### config.mk
export PLATFORM = sky130hd
export DESIGN_NAME = return_stack
export DESIGN_NICKNAME = d
export VERILOG_FILES = /design/src/verilog/frontend_pkg.sv /design/src/verilog/return_stack.sv
export VERILOG_INCLUDE_DIRS = /design/src /design/src/include
export SDC_FILE = /design/constraint.sdc
export NUM_CORES = 1
export LEC_CHECK = 0
export BUFFER_PORTS_ARGS = -buffer_cell sky130_fd_sc_hd__buf_2
export CAP_MARGIN = 20
export CORE_MARGIN = 8
export CORE_UTILIZATION = 28
export DETAILED_ROUTE_END_ITERATION = 16
export PLACE_DENSITY = 0.51
export SYNTH_ARGS = -nofsm -noshare
export SYNTH_HDL_FRONTEND = slang
export SYNTH_SLANG_ARGS = --single-unit
### constraint.sdc
create_clock -name clk -period 4.1 [get_ports clk]
set_input_delay 1.025 -clock clk [delete_from_list [all_inputs] [get_ports clk]]
set_output_delay 1.025 -clock clk [all_outputs]
set_load 0.05 [all_outputs]
### src/include/frontend_macros.svh
// fetch front end widths and table sizes
// target buffer geometry, predictor history lengths, boot address

`ifndef FRONTEND_MACROS_SVH
`define FRONTEND_MACROS_SVH

// fetch address and block
`define FE_IP_W          43
`define FE_BLOCK_BYTES   16
`define FE_BLK_OFF_W     4

// global history
`define FE_GHT_W         14

// target buffer sets indexed by ip[9:4] with the tag above
`define FE_TB_SETS       64
`define FE_TB_TAG_LO     10

// history bits mixed into each predictor table index
`define FE_PA_BITS       2
`define FE_PB_BITS       8
`define FE_PC_BITS       14
`define FE_PT_IDX_W      8

// return stack
`define FE_RAS_DEPTH     16

`define FE_RESET_IP      43'h100

`endif

### src/verilog/frontend_pkg.sv
// shared types of the fetch front end
// branch kinds, target buffer entry and hit, retire update, fetch output

`include "frontend_macros.svh"

package frontend_pkg;

  typedef logic [`FE_IP_W-1:0]  ip_t;
  typedef logic [`FE_GHT_W-1:0] ght_t;

  typedef enum logic [1:0] {
    BR_COND = 2'd0,
    BR_JUMP = 2'd1,
    BR_CALL = 2'd2,
    BR_RET  = 2'd3
  } branch_kind_e;

  typedef struct packed {
    logic                              valid;
    logic [`FE_IP_W-1:`FE_TB_TAG_LO]   tag;
    branch_kind_e                      kind;
    ip_t                               target;
  } tb_entry_t;

  // one way of a lookup
  typedef struct packed {
    logic         hit;
    branch_kind_e kind;
    ip_t          target;
  } tb_hit_t;

  typedef struct packed {
    logic         valid;
    logic         way;
    branch_kind_e kind;
    ip_t          src_ip;     // block address of the branch
    ip_t          target;
    logic         taken;
    ght_t         ght;        // history seen when the block was fetched
    logic         mispredict;
  } retire_upd_t;

  typedef struct packed {
    logic valid;
    ip_t  ip;
    ght_t ght;
    logic taken;
    logic way;
  } fetch_out_t;

endpackage

### src/verilog/return_stack.sv
// circular return address stack
// push writes above the top, pop moves the pointer down

`timescale 1ns/1ps
`include "frontend_macros.svh"

module return_stack import frontend_pkg::*; (
  input  logic clk,
  input  logic rst,
  input  logic push,
  input  logic pop,
  input  ip_t  push_addr,
  output ip_t  top_addr
);

  localparam int PTR_W = $clog2(`FE_RAS_DEPTH);

  ip_t              stack_q [`FE_RAS_DEPTH];
  logic [PTR_W-1:0] ptr_q;
  logic [PTR_W-1:0] ptr_up;

  assign ptr_up = ptr_q + 1'b1; // wraps so overflow loses the oldest entry

  always_ff @(posedge clk) begin
    if (rst) begin
      ptr_q <= '0;
    end else if (push) begin
      ptr_q <= ptr_up;
    end else if (pop) begin
      ptr_q <= ptr_q - 1'b1;
    end
  end

  always_ff @(posedge clk) begin
    if (push) begin
      stack_q[ptr_up] <= push_addr;
    end
  end

  // stale data when empty
  assign top_addr = stack_q[ptr_q];

endmodule

# Word-level counts from Yosys, hierarchy flattened
# Memory sizes are Yosys's and may differ from the RTL's. A register that Yosys moved wholly into a read port is not among the register bits.
# Cells that the tools add are included.
# classes
n_addsub	2
mul	0
n_div	0
order_cmp	0
eq_ne	0
n_shift	0
mux	6
bitwise_logic	0
n_reduce_logical	1
# op_table
operator	n
two-way mux 4 bit	4
adder 4 x 1 -> 4 bit, second input constant	1
subtractor 4 x 1 -> 4 bit, second input constant	1
two-way mux 1 bit	2
nonzero test 2 bit	1
# totals
register_bits	4
latchBits	0
mem_bits_rw	688
mem_bits_ro	0
in_bits	47
output_inout_bits	43
elab_cells	11
n_memories	1
# memory_table
name	depth	word_bits	rd	rd_clocked_by_memory_dff	write_ports	line	source
stack_q	16	43	1	1	1	return_stack.sv:18	ip_t stack_q [`FE_RAS_DEPTH];

# Logic depth before layout (Yosys ltp)
# Gate-level depths: netlist (run 1).
# depth
ltp_word	5
ltp_mapped	6
depth_no_buf	6

# Least setup slack after synthesis (run 1)
# No wires, ideal clock.
# synth_path
path_type	input-to-reg
startpoint	input port push
endpoint	memory stack_q[7][0] (netlist bit) (enable)
setup_ns	0.444
arrival_time_ns	3.256
required_ns	3.656
setup_slack_ns	0.400
path_stages	3
n_path_buf	1
cell_sequence	clkbuf_1 nand2_1 nor2_1
# synth_between
elab_chain_len	2
# synth_lines
item	line	source
start, declared	return_stack.sv:10	input logic push,
two-way mux 1 bit	return_stack.sv:35	if (push) begin
two-way mux 1 bit (implied by the code)	return_stack.sv:36	stack_q[ptr_up] <= push_addr;
end, declared	return_stack.sv:18	
# No other way between the ends.

==> metrics, run 1 <==
capturing element type of the critical path output port; slack of the worst reg-to-reg path 1.55 ns; post-synthesis sequential area ratio 79.6%; portion of total power attributed to the clock network 37.8%; initial antenna violation count 14; clock sink count 696; die outline height 322 microns; vias per inst about 4.7; share of async-settable or async-resettable flops after synthesis 0%; core utilization of the finished layout 33.2%; estimated wirelength of the detail-placed design about 31000 microns; Setup Skew approximately 0.019 ns; top-level I/O count 90; post-route design area 30800 sq um; instance area at placement around 29000 sq um; Yosys warnings 0; r2r worst-path depth 6; number of antenna-violating nets in the routed design 0; class of the most critical setup path reg -> out; global-route total usage across every layer around 12%; final setup violating endpoints 0; number of synthesized register bits 696; via count of the first global-routing pass 12960; synthesized netlist net count 1172; Core Footprint approximately 93000 sq um; number of maximum-capacitance violations 0; status finished, final reports clean; final hold viol count 0; Hold Path Origin ptr_q[3]; Int Pwr 12100 uW; Data arrival, critical path 2.87 ns; Worst Hold Class reg -> reg; post-synthesis cell count 1119; effective utilization at floorplan between 20% and 30%; Tcrit/Tclk final 94.9%; Max FO, Critical Path 22; count of buffers from port buffering 89; max-slew headroom at the worst pin 35.5%; sum of negative setup slack 0 ns; Required @ worst endpoint a little over 3 ns; WL per Instance 25.0 microns; maximum resistive drop on vdd ~0.00033 V; Fmax achieved about 260 MHz; worst-case clock buffer depth 3; Pre-Repair DR Iteration Count 6; count of cells along the worst hold path 2; number of library cell types mapped by synthesis 25; Net Sw Power 4040 uW; clock slew at the register clock pins of the worst setup and hold paths 0.06 ns; combinational fraction of design power 12.2%; largest net degree at the start of global routing 63; pwr dens around 520 nW/um^2; Final GP Congestion just under 0.7; crit path launch type flop; leakage power total 0.00940 uW; share of power burned in registers 50.0%; Post-synth EDFFs 688; site row count 112; clock tree from TritonCTS built; GRT Residual Overflow 0; setup repair after global routing missed its margin no; share of final-layout standard cells stronger than drive strength 1 between 30% and 40%; syn avg cell area 23.4 sq um; number of design-rule violations left by the first detailed-router iteration 936; wire length of the first global-routing pass 92100 microns; later-pin clock latency in the skew report 0.62 ns; number of buffers inserted to repair setup after CTS 0; switching share of power 25.0%; count of hold-fix buffers inserted at cts 0; flip-flop cell with the highest count after synthesis sky130_fd_sc_hd__edfxtp_1; post-layout net count 1314; Die Area 103000 sq um; htree depth 3; Layout Area Growth over Synthesis 17.8%; RR Startpoint ptr_q[1]; vias after detailed routing 12038; clock buffer count from CTS 71; fin crit period 3.89 ns; Total Wirelength 64200 microns; filler cell count in the final layout 8712; number of pins exceeding their max-slew limit in the final report 0; die width 322 microns; Gates resized, CTS repair 0; post-detailed-route DRC marker count 0; Clock Tree Root sky130_fd_sc_hd__clkbuf_16; Synth Cell Area 26200 sq um; actual transition at the worst max-transition pin 0.963 ns
==> power groups by stage <==
stage / clock network (uW) / registers, uW / logic [uW]
finish: 6100 / 8070 / 1970
floorplan: 0 / 8200 / 1320
global placement: 0 / 8210 / 2030
detailed placement: 0 / 8220 / 2040
CTS: 6260 / 8070 / 2040
global route: 6520 / 8080 / 2120
==> area by class of cell <==
cell class	instances	area, sq um	area share, %
well taps	1254	1570	5.09
repair buffers	129	1100	3.56
multi-input cells	360	5160	16.7
inverters	3	11.3	0.0365
clock inverters	30	274	0.889
flip-flops and latches	696	20800	67.6
diodes	4	10.0	0.0325
clock buffers	93	1880	6.10
==> routing by layer <==
metal | GRT usage (%) | part of all wire, %
met5 | 0 | 0.053
met4 | 2.50 | 1.8
met3 | 2.60 | 4.6
met2 | 21.9 | 52
met1 | 15.4 | 41
==> synth_stat cells (2+ instances only) <==
| library cell | n | share of area, % |
|---|---|---|
| sky130_fd_sc_hd__buf_2 | 19 | 0.36 |
| sky130_fd_sc_hd__a31oi_1 | 2 | 0.048 |
| sky130_fd_sc_hd__nor2_1 | 24 | 0.34 |
| sky130_fd_sc_hd__nor3_1 | 2 | 0.038 |
| sky130_fd_sc_hd__buf_1 | 2 | 0.029 |
| sky130_fd_sc_hd__edfxtp_1 | 688 | 79 |
| sky130_fd_sc_hd__inv_1 | 3 | 0.043 |
| sky130_fd_sc_hd__nor2b_1 | 2 | 0.048 |
| sky130_fd_sc_hd__a22oi_1 | 86 | 2.5 |
| sky130_fd_sc_hd__xnor2_1 | 3 | 0.10 |
| sky130_fd_sc_hd__ha_1 | 6 | 0.29 |
| sky130_fd_sc_hd__nand2_1 | 54 | 0.77 |
| sky130_fd_sc_hd__buf_6 | 9 | 0.39 |
| sky130_fd_sc_hd__mux4_2 | 172 | 15 |
| sky130_fd_sc_hd__dfxtp_1 | 8 | 0.61 |
| sky130_fd_sc_hd__clkbuf_1 | 30 | 0.43 |
==> stage by stage <==
step | total power (uW) | setup slack [ns] | hold slack [ns] | std cells
after global placement | 10200 | 0.786 | 0.623 | 2442
after CTS | 16400 | 0.0914 | 0.626 | 2565
final | 16100 | 0.208 | 0.641 | 2569
after global routing | 16700 | 0.00380 | 0.630 | 2566
after detailed placement | 10300 | 0.779 | 0.633 | 2442
after floorplan | 9520 | 0.400 | 0.607 | 1119
==> worst max-delay path, stage by stage (launching register included) <==
cell and delay (ns):
sky130_fd_sc_hd__dfxtp_4 0.56, sky130_fd_sc_hd__buf_12 0.27, sky130_fd_sc_hd__buf_12 0.24, sky130_fd_sc_hd__mux4_2 0.52, sky130_fd_sc_hd__a22oi_1 0.25, sky130_fd_sc_hd__nand2_1 0.15
sky130_fd_sc_hd__buf_2 0.24
==> registers in the layout (all words and copies together) (netlist names), named ones only <==
register / count
ptr_q: 4
stack_q: 688
==> cells by family after synthesis <==
kind of cell	share of synthesized area [%]
compound gates	2.66
xor+xnor	0.134
fa+ha+maj	0.287
buf+inv	1.25
flops	79.6
mux	14.8
simple gates	1.28
==> worst paths after layout <==
check | endpoint
min | ptr_q[3]
max reg2reg | stack_q[13][19]
min reg2reg | ptr_q[3]
max | top_addr[15]
==> placed cells by master (no fill, tap or decap), types with 3 or more instances in the layout <==
master	synthesis	final
sky130_fd_sc_hd__nor2_1	24	7
sky130_fd_sc_hd__mux4_2	172	172
sky130_fd_sc_hd__ha_1	6	6
sky130_fd_sc_hd__buf_2	19	89
sky130_fd_sc_hd__clkbuf_16	0	72
sky130_fd_sc_hd__clkinv_1	0	10
sky130_fd_sc_hd__buf_12	0	28
sky130_fd_sc_hd__nor2_4	0	17
sky130_fd_sc_hd__nand2_1	54	54
sky130_fd_sc_hd__bufinv_16	0	3
sky130_fd_sc_hd__clkbuf_1	30	21
sky130_fd_sc_hd__buf_4	0	12
sky130_fd_sc_hd__diode_2	0	4
sky130_fd_sc_hd__xnor2_1	3	3
sky130_fd_sc_hd__edfxtp_1	688	688
sky130_fd_sc_hd__dfxtp_1	8	6
sky130_fd_sc_hd__inv_1	3	3
sky130_fd_sc_hd__clkinv_8	0	3
sky130_fd_sc_hd__clkinv_2	0	9
sky130_fd_sc_hd__a22oi_1	86	86
(Power assumes the default switching activity.)
==> run 2: changes to the inputs <==
--- a/config.mk
+++ b/config.mk
@@ -8,10 +8,12 @@
 export LEC_CHECK = 0
 export BUFFER_PORTS_ARGS = -buffer_cell sky130_fd_sc_hd__buf_2
 export CAP_MARGIN = 20
+export CELL_PAD_IN_SITES_DETAIL_PLACEMENT = 1
+export CELL_PAD_IN_SITES_GLOBAL_PLACEMENT = 2
 export CORE_MARGIN = 8
 export CORE_UTILIZATION = 28
 export DETAILED_ROUTE_END_ITERATION = 16
-export PLACE_DENSITY = 0.51
+export PLACE_DENSITY = 0.58
 export SYNTH_ARGS = -nofsm -noshare
 export SYNTH_HDL_FRONTEND = slang
 export SYNTH_SLANG_ARGS = --single-unit
==> metrics, run 2 (synthesis results as in run 1) <==
clock sink count 696; core utilization of the finished layout 33.3%; Data arrival, critical path approximately 2.8 ns; number of design-rule violations left by the first detailed-router iteration 930; Max FO, Critical Path 22; number of buffers and inverters on the critical path 3; top flop regs stack_q: 688 flops, ptr_q: 4 flops; Tcrit/Tclk final 94.1%; instance area at placement 28700 sq um; Final GP Congestion around 0.68; pwr dens 531 nW/um^2; clock slew at the register clock pins of the worst setup and hold paths ~0.060 ns; post-layout net count 1332; die outline height 322 microns; Setup Skew approximately 0.018 ns; most frequent standard cell in the layout excluding fill and tap cells sky130_fd_sc_hd__edfxtp_1; dominant cell type by count on the critical path sky130_fd_sc_hd__buf_12; wire length of the first global-routing pass slightly below 100000 microns; clock tree from TritonCTS built; number of pins exceeding their max-slew limit in the final report 0; Setup WS post-layout 0.242 ns; leakage power total between 0.009 and 0.01 uW; fin crit period a little under 4 ns; class of the most critical setup path reg -> out; Top delay family on crit path buffers and inverters; slack of the worst reg-to-reg path 1.45 ns; worst slack at placement 0.812 ns; combinational fraction of design power 12.0%; Int Pwr 12400 uW; site row count approximately 110; actual transition at the worst max-transition pin 0.978 ns; clock buffer count from CTS 75; share of power burned in registers about half; register name with the most flops stack_q; ordered cell list for the critical path buf_12, buf_12, mux4_2, a22oi_1, nand2_1, buf_2; flip-flop count of the largest register, all copies and words added 688; estimated wirelength of the detail-placed design 37300 microns; Fmax achieved 259 MHz; portion of total power attributed to the clock network 38.8%; Layout Area Growth over Synthesis 18.4%; switching share of power between 20% and 30%; Overall Power 16400 uW; setup repair after global routing missed its margin no; vias per inst 4.66; top-level I/O count 90; Die Area 103000 sq um; crit path launch type flop; final setup violating endpoints 0; sum of negative setup slack 0 ns; Core Footprint around 93000 sq um; htree depth 3; capturing element type of the critical path output port; number of buffers inserted to repair setup after CTS 0; vias after detailed routing around 12000; Total Wirelength 67500 microns; global-route total usage across every layer 13.0%; largest net degree at the start of global routing 60; status finished, final reports clean; maximum resistive drop on vdd 0.000293 V; number of maximum-capacitance violations 0; share of final-layout standard cells stronger than drive strength 1 around 32%; Worst Hold Class reg -> reg; Pre-Repair DR Iteration Count 5; effective utilization at floorplan 28.2%; final hold viol count 0; Gates resized, CTS repair 0; GRT Residual Overflow 0; count of hold-fix buffers inserted at cts 0; worst-case clock buffer depth 3; slowest stage delay, CP 0.57 ns; count of buffers from port buffering 89; Clock Tree Root sky130_fd_sc_hd__clkbuf_16; via count of the first global-routing pass 13577; WL per Instance 26.0 microns; max-slew headroom at the worst pin 34.5%; Required @ worst endpoint around 3.1 ns; die width 322 microns; later-pin clock latency in the skew report 0.61 ns; number of antenna-violating nets in the routed design 0; post-route design area a little over 30000 sq um; Slowest-stage cell, CP sky130_fd_sc_hd__dfxtp_4; post-detailed-route DRC marker count 0; Net Sw Power 4090 uW; initial antenna violation count 12; top library cells by usage in the layout, fill and taps aside 688 x sky130_fd_sc_hd__edfxtp_1, 172 x sky130_fd_sc_hd__mux4_2, 89 x sky130_fd_sc_hd__buf_2
[run 2: cell types whose count changed in the layout (fill, tap and decap cells not counted), moves of 3 or more]
cell / before / now
sky130_fd_sc_hd__buf_4: 12 / 33
sky130_fd_sc_hd__clkinv_1: 10 / 23
sky130_fd_sc_hd__buf_12: 28 / 21
sky130_fd_sc_hd__clkbuf_16: 72 / 77
sky130_fd_sc_hd__clkbuf_1: 21 / 18
sky130_fd_sc_hd__clkinv_2: 9 / 6
[run 2: tightest hold or removal path, delay by kind of cell (launching register included)]
kind             cells  cell delay (ns)
AND/OR/NAND/NOR      1             0.05
flip-flops           1             0.38
XOR/XNOR             1             0.18
[run 2: path summary, 6_finish.rpt]
path                            startpoint        endpoint  depth (start not counted)
worst max register to register    ptr_q[1]  stack_q[4][22]                          6
worst max-delay path                  flop    top_addr[15]                          6
worst min-delay path              ptr_q[3]            flop                          2
worst min register to register    ptr_q[3]            flop                          2
[run 2: power groups by stage]
stage | clock network [uW] | logic (uW) | registers (uW)
floorplan | 0 | 1320 | 8200
global placement | 0 | 2030 | 8230
detailed placement | 0 | 2040 | 8240
CTS | 6550 | 2050 | 8090
global route | 6790 | 2120 | 8100
finish | 6380 | 1970 | 8090
[run 2: metrics by stage]
| stage | std cells | hold WS [ns] |
|---|---|---|
| 6_report | 2593 | 0.648 |
| 5_1_grt | 2590 | 0.652 |
| 4_1_cts | 2590 | 0.611 |
| 3_5_place_dp | 2456 | 0.638 |
| 3_3_place_gp | 2456 | 0.636 |
| 2_1_floorplan | 1119 | 0.607 |
[run 2: per-layer routing]
metal / up-vias / routed length [microns] / global-route usage [%]
met5: - / 26 / 0
met4: 4 / 1800 / 3.64
met3: 118 / 2920 / 2.46
met2: 294 / 34500 / 22.7
met1: 6529 / 28300 / 16.3
li1: 5129 / - / -
[run 2: final cells by class]
type	instances	area [sq um]
well taps	1254	1570
repair buffers	143	1110
clock buffers	95	1990
diodes	3	7.51
fillers	9083	61900
clock inverters	39	303
flip-flops and latches	696	20800
multi-input cells	360	5160
inverters	3	11.3
