$ cat src/include/frontend_macros.svh
// fetch front end widths and table sizes
// target buffer geometry, predictor history lengths, boot address

`ifndef FRONTEND_MACROS_SVH
`define FRONTEND_MACROS_SVH

// fetch address and block
`define FE_IP_W          43
`define FE_BLOCK_BYTES   16
`define FE_BLK_OFF_W     4

// global history
`define FE_GHT_W         14

// target buffer sets indexed by ip[9:4] with the tag above
`define FE_TB_SETS       64
`define FE_TB_TAG_LO     10

// history bits mixed into each predictor table index
`define FE_PA_BITS       2
`define FE_PB_BITS       8
`define FE_PC_BITS       14
`define FE_PT_IDX_W      8

// return stack
`define FE_RAS_DEPTH     16

`define FE_RESET_IP      43'h100

`endif

$ cat src/verilog/frontend_pkg.sv
// shared types of the fetch front end
// branch kinds, target buffer entry and hit, retire update, fetch output

`include "frontend_macros.svh"

package frontend_pkg;

  typedef logic [`FE_IP_W-1:0]  ip_t;
  typedef logic [`FE_GHT_W-1:0] ght_t;

  typedef enum logic [1:0] {
    BR_COND = 2'd0,
    BR_JUMP = 2'd1,
    BR_CALL = 2'd2,
    BR_RET  = 2'd3
  } branch_kind_e;

  typedef struct packed {
    logic                              valid;
    logic [`FE_IP_W-1:`FE_TB_TAG_LO]   tag;
    branch_kind_e                      kind;
    ip_t                               target;
  } tb_entry_t;

  // one way of a lookup
  typedef struct packed {
    logic         hit;
    branch_kind_e kind;
    ip_t          target;
  } tb_hit_t;

  typedef struct packed {
    logic         valid;
    logic         way;
    branch_kind_e kind;
    ip_t          src_ip;     // block address of the branch
    ip_t          target;
    logic         taken;
    ght_t         ght;        // history seen when the block was fetched
    logic         mispredict;
  } retire_upd_t;

  typedef struct packed {
    logic valid;
    ip_t  ip;
    ght_t ght;
    logic taken;
    logic way;
  } fetch_out_t;

endpackage

$ cat src/verilog/fetch_pointer.sv
// fetch address, global history and valid flag
// per-way taken resolution and next address selection
// return stack push and pop strobes

`timescale 1ns/1ps
`include "frontend_macros.svh"

module fetch_pointer import frontend_pkg::*; (
  input  logic          clk,
  input  logic          rst,
  input  retire_upd_t   upd,
  input  tb_hit_t [1:0] hits,
  input  logic    [1:0] pred_taken,
  input  ip_t           top_addr,
  output ip_t           ip,
  output ght_t          ght,
  output logic          push,
  output logic          pop,
  output ip_t           push_addr,
  output fetch_out_t    fetch
);

  ip_t        ip_q;
  ght_t       ght_q;
  logic       valid_q;
  logic [1:0] way_taken;
  logic       any_taken;
  logic       sel_way;
  logic       cond_seen;
  logic       redirect;
  tb_hit_t    sel_hit;
  ip_t        taken_ip;
  ip_t        seq_ip;

  assign redirect = upd.valid && upd.mispredict;

  always_comb begin
    for (int w = 0; w < 2; w++) begin
      way_taken[w] = hits[w].hit && (hits[w].kind != BR_COND || pred_taken[w]);
    end
  end

  assign any_taken = |way_taken;
  assign sel_way   = !way_taken[0]; // way 0 first
  assign sel_hit   = hits[sel_way];
  assign cond_seen = (hits[0].hit && hits[0].kind == BR_COND) ||
                     (hits[1].hit && hits[1].kind == BR_COND);

  assign seq_ip   = ip_q + ip_t'(`FE_BLOCK_BYTES);
  assign taken_ip = (sel_hit.kind == BR_RET) ? top_addr : sel_hit.target;

  // stack strobes only for a block that really advances
  assign push      = valid_q && !redirect && any_taken && sel_hit.kind == BR_CALL;
  assign pop       = valid_q && !redirect && any_taken && sel_hit.kind == BR_RET;
  assign push_addr = seq_ip;

  always_ff @(posedge clk) begin
    if (rst) begin
      ip_q    <= `FE_RESET_IP;
      ght_q   <= '0;
      valid_q <= 1'b0;
    end else begin
      valid_q <= 1'b1;
      if (redirect) begin
        ip_q  <= upd.src_ip; // replay the branch block
        ght_q <= upd.ght;
      end else if (!valid_q) begin
        ip_q  <= ip_q;       // boot block is presented once valid
      end else if (any_taken) begin
        ip_q  <= taken_ip;
        ght_q <= {ght_q[`FE_GHT_W-2:0], 1'b1};
      end else begin
        ip_q <= seq_ip;
        if (cond_seen) begin
          ght_q <= {ght_q[`FE_GHT_W-2:0], 1'b0};
        end
      end
    end
  end

  assign ip  = ip_q;
  assign ght = ght_q;

  assign fetch.valid = valid_q;
  assign fetch.ip    = ip_q;
  assign fetch.ght   = ght_q;
  assign fetch.taken = any_taken;
  assign fetch.way   = any_taken ? sel_way : 1'b0;

endmodule

$ cat config.mk
export PLATFORM = sky130hd
export DESIGN_NAME = fetch_pointer
export DESIGN_NICKNAME = d
export VERILOG_FILES = /design/src/verilog/frontend_pkg.sv /design/src/verilog/fetch_pointer.sv
export VERILOG_INCLUDE_DIRS = /design/src /design/src/include
export SDC_FILE = /design/constraint.sdc
export NUM_CORES = 1
export LEC_CHECK = 0
export ABC_AREA = 1
export BUFFER_PORTS_ARGS = -buffer_cell sky130_fd_sc_hd__buf_2
export CAP_MARGIN = 20
export CORE_AREA = 5 5 155 157
export CTS_CLUSTER_DIAMETER = 100
export DETAILED_ROUTE_END_ITERATION = 10
export DIE_AREA = 0 0 160 162
export SLEW_MARGIN = 20
export SYNTH_ARGS = -nofsm -noshare
export SYNTH_HDL_FRONTEND = slang
export SYNTH_SLANG_ARGS = --single-unit
$ cat constraint.sdc
create_clock -name clk -period 4.9 [get_ports clk]
set_input_delay 0 -clock clk [delete_from_list [all_inputs] [get_ports clk]]
set_output_delay 0 -clock clk [all_outputs]
set_load 0.1 [all_outputs]
### Word level (Yosys, flattened, before mapping)

Index checks and enable logic that the tools add are counted.
W data, S select, Z words.

* register bits after elaboration: 58
* bits of input ports: 245
* output and inout bits: 162
* logic and storage cells: 41

* add/sub/neg operators: 1
* magnitude comparators: 1
* eq/ne operators: 2
* muxes and demuxes: 12
* reductions and logical operators: 22

Operators by type and width (count)
* $mux W43: 4
* $mux W45: 2
* $mux W14: 4
* $add A43 B5 Y43 const B: 1
* $logic_and A1 B1 Y1: 9
* $reduce_bool A2 Y1: 3
* $eq A2 B2 Y1 const B: 2
* $logic_not A2 Y1: 2
* $logic_or A1 B1 Y1: 3
* $reduce_bool A3 Y1: 1
* $logic_not A1 Y1: 2
* $lt A1 B2 Y1 const B: 1
* $mux W1: 2
* $reduce_and A2 Y1: 1
* $reduce_or A2 Y1: 1

### Depth between registers and ports, before layout

Gate-level depths: netlist of run 1.

* depth after elaboration: 11
* mapped depth: 13

### Worst setup path before layout of run 1

Ideal clock, no wire load.

* kind: register -> register
* from: register ip_q[4], in the netlist ip[4]
* to: register ip_q[13], in the netlist ip[13]
* library setup time: 0.073 ns
* arrival: 4.203 ns
* required time: 4.827 ns
* setup slack: 0.624 ns
* stages on the path, launching flop included: 7
* path buffers: 0
* clock period less this slack: 4.276 ns
* cells stage by stage: dfxtp_1 -> inv_1 -> nor2_8 -> nand3_2 -> xnor2_1 -> a21oi_1 -> a21oi_1

* word-level cells in the longest chain between the ends: 4

Ends and longest elaborated chain
* start: declaration: line fetch_pointer.sv:23 `ip_t ip_q;`
* start signal: assignment: line fetch_pointer.sv:59 `` ip_q <= `FE_RESET_IP; ``
* start signal: assignment: line fetch_pointer.sv:65 `ip_q <= upd.src_ip;`
* start signal: assignment: line fetch_pointer.sv:68 `ip_q <= ip_q;`
* $add A43 B5 Y43: line fetch_pointer.sv:49 `` assign seq_ip = ip_q + ip_t'(`FE_BLOCK_BYTES); ``
* via push_addr[13]: line fetch_pointer.sv:19 `output ip_t push_addr,`
* $mux W43: line fetch_pointer.sv:69 `end else if (any_taken) begin`
* $mux W43: line fetch_pointer.sv:67 `end else if (!valid_q) begin`
* $mux W43: line fetch_pointer.sv:64 `if (redirect) begin`

The timed path passes the listed nets, and every way through them passes these cells. The select of a mux whose other input is x is not followed.
A chain may end at the register's enable or synchronous reset.

### Final worst setup path of run 1

* from: input hits[45] in the netlist's numbering
* to: register ip_q[0], in the netlist ip[0]

* word-level cells in the longest chain between the ends: 8
* elaborated cells on any way between the ends: 9
* those cells by class: 1 x eq/ne; 6 x mux; 2 x reduce/logical

Ends and longest elaborated chain
* start: declaration: line fetch_pointer.sv:12 `input tb_hit_t [1:0] hits,`
* $logic_and A1 B1 Y1 *: line fetch_pointer.sv:39 `way_taken[w] = hits[w].hit && (hits[w].kind != BR_COND || pred_taken[w]);`
* $mux W45 (implied by the code) (2 in series): line fetch_pointer.sv:45 `assign sel_hit = hits[sel_way];`
* $eq A2 B2 Y1: line fetch_pointer.sv:50 `assign taken_ip = (sel_hit.kind == BR_RET) ? top_addr : sel_hit.target;`
* $mux W43: line fetch_pointer.sv:50
* $mux W43 *: line fetch_pointer.sv:69
* $mux W43 *: line fetch_pointer.sv:67
* $mux W43 *: line fetch_pointer.sv:64
* end signal: assignment: line fetch_pointer.sv:65
* end signal: assignment: line fetch_pointer.sv:68
* end signal: assignment: line fetch_pointer.sv:70 `ip_q <= taken_ip;`

Every way passes the cells marked *; elsewhere a longest branch is shown, timed or not. The select of a mux whose other input is x is not followed.

==> results of run 1 <==
-- worst max path at each step --
stage                     cells past startpoint  endpoint  slack [ps]
after CTS                                    10     ip[0]        1680
after detailed placement                     12    ip[23]        1550
final                                        10     ip[0]        1650
after global placement                       12    ip[23]        1620
after global routing                         10     ip[0]        1310
after floorplan                               6    ip[13]         620
-- cell type report --
| cell class | instances | area, µm² | share of cell area (%) |
|---|---|---|---|
| clock buffer | 11 | 232.7 | 2.912 |
| clock inverter | 5 | 55.05 | 0.6888 |
| inverter | 99 | 371.6 | 4.649 |
| multi-input combinational | 784 | 3716 | 46.49 |
| sequential | 58 | 1161 | 14.53 |
| tap | 285 | 356.6 | 4.461 |
| timing repair buffer | 391 | 2100 | 26.27 |
-- worst register-to-register path: stages, from the launching register on --
cell,delay (ps)
dfxtp_1,340
nor2_1,70
inv_2,470
buf_4,500
o21ai_4,230
nand2_1,120
a21oi_1,60
dlygate4sd3_1,550
-- flip-flops by register name, indices dropped and copies added (netlist names) --
| signal | flops |
|---|---|
| ip | 43 |
| ght | 14 |
| valid_q | 1 |
-- cells in the mapped netlist (all sizes together) --
cell type  instances
clkbuf            23
nand3            114
dfxtp             58
nand2            358
xnor2              1
buf               95
a21oi             50
nand3b            35
o21ai             63
nand4              6
a21boi             1
xor2              16
nor3b              1
and2               1
o211ai            20
nor2             117
ha                 1
inv               99
-- kinds of logic after synthesis --
group	synth area share (%)
compound gates	12.35
simple gates	46.40
fa+ha+maj	0.2082
flops	19.33
buf+inv	18.87
xor+xnor	2.853
-- metrics by stage --
| stage | instance area (µm²) | hold slack, ps | cells |
|---|---|---|---|
| 6_report | 7993 | 5.284 | 1633 |
| 3_5_place_dp | 7455 | 179.3 | 1592 |
| 3_3_place_gp | 7455 | 181.8 | 1592 |
| 4_1_cts | 7993 | 0.6649 | 1633 |
| 5_1_grt | 7993 | 20.95 | 1633 |
| 2_1_floorplan | 6008 | 69.07 | 1059 |
-- placed cells by master, fill, tap and decap left out, types with 2 or more instances in the layout --
cell / count
o21ai_0: 51
buf_4: 7
clkinvlp_4: 2
o211ai_1: 20
dfxtp_1: 58
a21oi_1: 50
nor2_2: 5
o21ai_1: 9
nor2_1: 105
xor2_2: 3
nand2_4: 2
nand3b_1: 35
nand4_1: 6
nand3_1: 112
nand2_2: 6
inv_1: 92
o21ai_2: 2
xor2_1: 13
clkbuf_16: 9
nor2_8: 2
clkinv_2: 2
buf_2: 359
nand3_2: 2
clkbuf_1: 2
nor2_4: 5
inv_2: 6
dlygate4sd3_1: 25
nand2_1: 350
-- power by group through the flow --
stage	combinational [mW]	sequential (mW)	clock, mW
6_report	1.57	0.603	0.644
5_1_grt	1.65	0.614	0.675
4_1_cts	1.58	0.603	0.652
3_5_place_dp	1.56	0.613	0
3_3_place_gp	1.55	0.611	0
2_1_floorplan	1.00	0.914	0
-- what timing repair did --
item / in CTS / in global routing
setup buffers: 0 / 0
endpoints found under the setup margin: 0 / 0
hold buffers: 25 / 0
endpoints found under the hold margin: 21 / 0
-- layer usage --
metal  part of all wire (%)  global-route usage (%)  vias up
met5                  0.098                       0        -
met4                    2.3                   6.336        4
met3                    6.9                   4.339       36
met2                     48                   34.78      301
met1                     42                   25.33     3417
li1                       -                       -     3869
==> run metrics, run 1 <==
status=finished, final reports clean; CTS max path bufs=2; r2r setup slk=2460 ps; DR pass1 iterations=5; Via density=4.671; largest net degree at the start of global routing=58; Switch Pwr=1.629 mW; number of global-route vias before repair=7,319; Syn Nets=1,305; sw frac=57.78%; crit path cell chain=buf_2 > buf_4 > nand2_4 > nand2_1 > nand2_1 > nand2_2 > o21ai_0 > o211ai_1 > a21oi_1 > dlygate4sd3_1; Pwr Density=352.7 nW/µm²; Layout Skew=12.65 ps; row count=55; HP Start=top_addr[18]; Synth area leaders=nand2_1 (22%), dfxtp_1 (19%), nand3_1 (9.3%); antenna violations before repair=2; R2R Path Start=valid_q; Starting Density=26.86%; HP Class=in2reg; Sink Count=58; Pleak=4.483 nW; max_slew headroom=39.00%; clock share of power=22.9%; Syn-to-layout area delta=33.03%; CTS tree=yes; crit end category=flop; Cells after Synth=1,059; Iter 0 DRT Violations=420; mapped cell area=6008 µm²; post-synth top area cell=nand2_1; full die area=25,920 µm²; WP data arrival=3470 ps; Nets=1,589; Final Setup Violations=0; antenna-violating nets left=0; post-synthesis sequential element count=58; Warnings, synthesis=0; Worst path max stage delay=870 ps; worst hold stages=3; Yosys top cell area share=21.93%; delay-heaviest family, CP=simple AND/OR/NAND/NOR gates; Distinct cells, synth=31; gpl congestion=0.9067; Chip Width=160 µm; worst-margin pin slew=911.7 ps; CP required=5130 ps; Combinational Power Share=55.8%; first-pass GRT wire length=41,170 µm; total CTS buffers=9; max-slew violations=0; total of max-cap violations=0; sequential element share of the synthesized area=19.33%; setup ws final=1655 ps; Fmax=0.3082 GHz; worst r2r path cells=7; Internal Power=1.190 mW; Clock Latency Late Sink=340 ps; vias after detailed routing=7,627; Flop pwr share=21.4%; DIE HEIGHT=162 µm; n_diodes=0; I/O pins=407; CTS H-tree depth=3; final core utilization=35.74%; Startpoint Class=input pin; Fin. Hold Viols=0; PortBufs=359; hold worst-path end=ip[18]; clk slew on worst S/H paths=60 ps; overall routing resource usage=20.21%; total grt overflow=0; DR DRC count=0; setup tns final=0 ps; filler instances=2,507; Pwr Total=2.819 mW; Root Buffer=clkbuf_16; Tmin final=3245 ps; post-CTS resize count=0; Post-Route WL=27,540 µm; Max VDD drop=0.1816 mV; period utilization=66.23%; reg-to-reg endpoint=ght[0]; share of cells above drive strength 1=30.71%; CP Buf/Inv Count=3; critical path fanouts, max=48; syn avg cell area=5.674 µm²; most frequent CP cell=nand2_1; RSZ-0062 raised after global routing=no; core box area=22,370 µm²; CP max-delay cell=nand2_2; critical path class=in2reg; origin of the worst setup path=hits[45]; wire length per cell=16.86 µm; Post-DP HPWL=21,730 µm; pre-CTS setup slack=1554 ps
Note: power is estimated with default switching activity, not from simulation.
==> run 2: changes to the inputs <==
--- a/config.mk
+++ b/config.mk
@@ -9,10 +9,10 @@
 export ABC_AREA = 1
 export BUFFER_PORTS_ARGS = -buffer_cell sky130_fd_sc_hd__buf_2
 export CAP_MARGIN = 20
-export CORE_AREA = 5 5 155 157
+export CORE_AREA = 5 5 156 158
 export CTS_CLUSTER_DIAMETER = 100
 export DETAILED_ROUTE_END_ITERATION = 10
-export DIE_AREA = 0 0 160 162
+export DIE_AREA = 0 0 161 163
 export SLEW_MARGIN = 20
 export SYNTH_ARGS = -nofsm -noshare
 export SYNTH_HDL_FRONTEND = slang
==> constraint.sdc (replaced) <==
create_clock -name clk -period 3.1 [get_ports clk]
set_input_delay 0 -clock clk [delete_from_list [all_inputs] [get_ports clk]]
set_output_delay 0 -clock clk [all_outputs]
set_load 0.1 [all_outputs]
==> run 2 against run 1 <==
Sequential power is 59% higher; clock skew is 3.6 ps lower; final area is 3.4% higher; count of clock-buffer cells in the layout is 1 lower; clock power is 74% higher; final cell count is 0.61% higher; hold slack better by 8.2 ps; utilization is 0.22 points higher; sequential cell count stayed put; die area is 1.2% higher; setup slack worse by 1100 ps; critical path type is now reg2out; critical endpoint is now push_addr[32]; largest cell class unchanged.
==> run metrics, run 2 (synthesized netlist as in run 1, its figures left out) <==
Pwr Total=4.591 mW; DR DRC count=0; PortBufs=359; core box area=22,980 µm²; share of cells above drive strength 1=32.25%; worst-margin pin slew=876.3 ps; CTS max path bufs=2; CP max-delay cell=dfxtp_1; gpl congestion=0.9123; CTS H-tree depth=3; pre-CTS setup slack=689.6 ps; Final Setup Violations=0; Chip Width=161 µm; most frequent CP cell=inv_1; total grt overflow=0; RSZ-0062 raised after global routing=no; max-slew violations=0; status=finished, final reports clean; Clock Latency Late Sink=330 ps; Post-Route Hold Slack=13.50 ps; Iter 0 DRT Violations=494; full die area=26,240 µm²; placed cells=1,603; WP data arrival=2560 ps; Post-CTS Hold Buffers=23; Tmin final=2558 ps; crit path cell chain=ha_1 > inv_1 > nor2_4 > inv_1 > nor2_1 > nand3b_1 > nand2_1 > buf_2; Finished Layout Cells=1,643; wire length per cell=16.80 µm; Worst path max stage delay=430 ps; most frequent cells in the layout=buf_2 (357), nand2_1 (346), nand3_1 (112); CP Buf/Inv Count=3; commonest non-fill, non-tap cell in the layout=buf_2; delay-heaviest family, CP=simple AND/OR/NAND/NOR gates; DR pass1 iterations=6; Via density=4.704; Syn-to-layout area delta=37.53%; setup ws final=542.1 ps; Fmax=0.3909 GHz; max FFs per register=43; setup tns final=0 ps; Starting Density=26.14%; Layout Skew=8.998 ps; CTS tree=yes; Post-DP HPWL=22,090 µm; row count=56; max_slew headroom=41.22%; vias after detailed routing=7,729; CP required=3100 ps; Nets=1,593; critical path fanouts, max=8; filler instances=2,525; total of max-cap violations=0; Max VDD drop=0.3234 mV; first-pass GRT wire length=41,100 µm; post-CTS resize count=0; total CTS buffers=9; largest net degree at the start of global routing=78; Fin. Hold Viols=0; HP Class=in2reg; Post-CTS Setup Inserts=0; antenna violations before repair=2; I/O pins=407; antenna-violating nets left=0; final core utilization=35.95%; Post-Route WL=27,600 µm; number of global-route vias before repair=7,297; Startpoint Class=flop; Sink Count=58; overall routing resource usage=19.98%; clk slew on worst S/H paths=60 ps; period utilization=82.51%; DP Area=7702 µm²; Pleak=4.554 nW; final instance area=8263 µm²; Pwr Density=555.6 nW/µm²; Root Buffer=clkbuf_16; crit end category=output port; critical path class=reg2out; DIE HEIGHT=163 µm
==> run 2: cell types whose count changed in the layout (fill, tap and decap cells not counted), moves of 2 or more <==
cell / previous run / this run
nand2_1: 350 / 346
nand2_2: 6 / 10
buf_2: 359 / 357
xor2_4: 0 / 7
dlygate4sd3_1: 25 / 23
xor2_1: 13 / 6
clkbuf_1: 2 / 0
buf_12: 0 / 3
buf_4: 7 / 12
==> run 2: layout make-up <==
class,count,area (µm²),share of cell area [%]
inverters,99,375.4,4.543
diodes,1,2.502,0.03028
flip-flops and latches,58,1162,14.07
clock buffers,10,239.0,2.892
multi-input cells,784,3865,46.77
well taps,290,362.8,4.391
clock inverters,6,88.84,1.075
repair buffers,395,2167,26.23
==> run 2: path summary, 6_finish.rpt <==
| check | start | to | slack (ps) | cells past startpoint |
|---|---|---|---|---|
| worst max register to register | ip[5] | ip[32] | 980 | 12 |
| worst min register to register | ght[1] | ght[1] | 520 | 2 |
| worst min-delay path | upd[62] | ip[3] | 10 | 3 |
| worst max-delay path | ip[5] | push_addr[32] | 540 | 8 |
==> run 2: worst register-to-register path, stage by stage, from the launching register on <==
cell     delay, ps
dfxtp_1        430
ha_1           270
inv_1          110
nor2_4         260
inv_1           70
nor2_1         400
nand2_1        100
nand2_1         70
nand2_1         70
nand2_1         60
nand3_1         80
nand2_1         70
inv_1           30
==> run 2: report_power, final <==
part	switching (mW)	leakage (nW)	internal, mW	total [mW]
sequential	0.138	0.482	0.821	0.959
clock	0.396	0.155	0.727	1.12
combinational	2.05	3.92	0.461	2.51
total	2.58	4.55	2.01	4.59
==> run 2: routing by layer <==
metal | vias to the layer above | part of all wire, % | global-route usage (%) | wire length (µm)
met5 | - | 0.025 | 0 | 7
met4 | 2 | 1.9 | 4.847 | 512
met3 | 37 | 7.2 | 4.556 | 1993
met2 | 319 | 48 | 34.34 | 13300
met1 | 3490 | 43 | 25.50 | 11780
li1 | 3881 | - | - | -
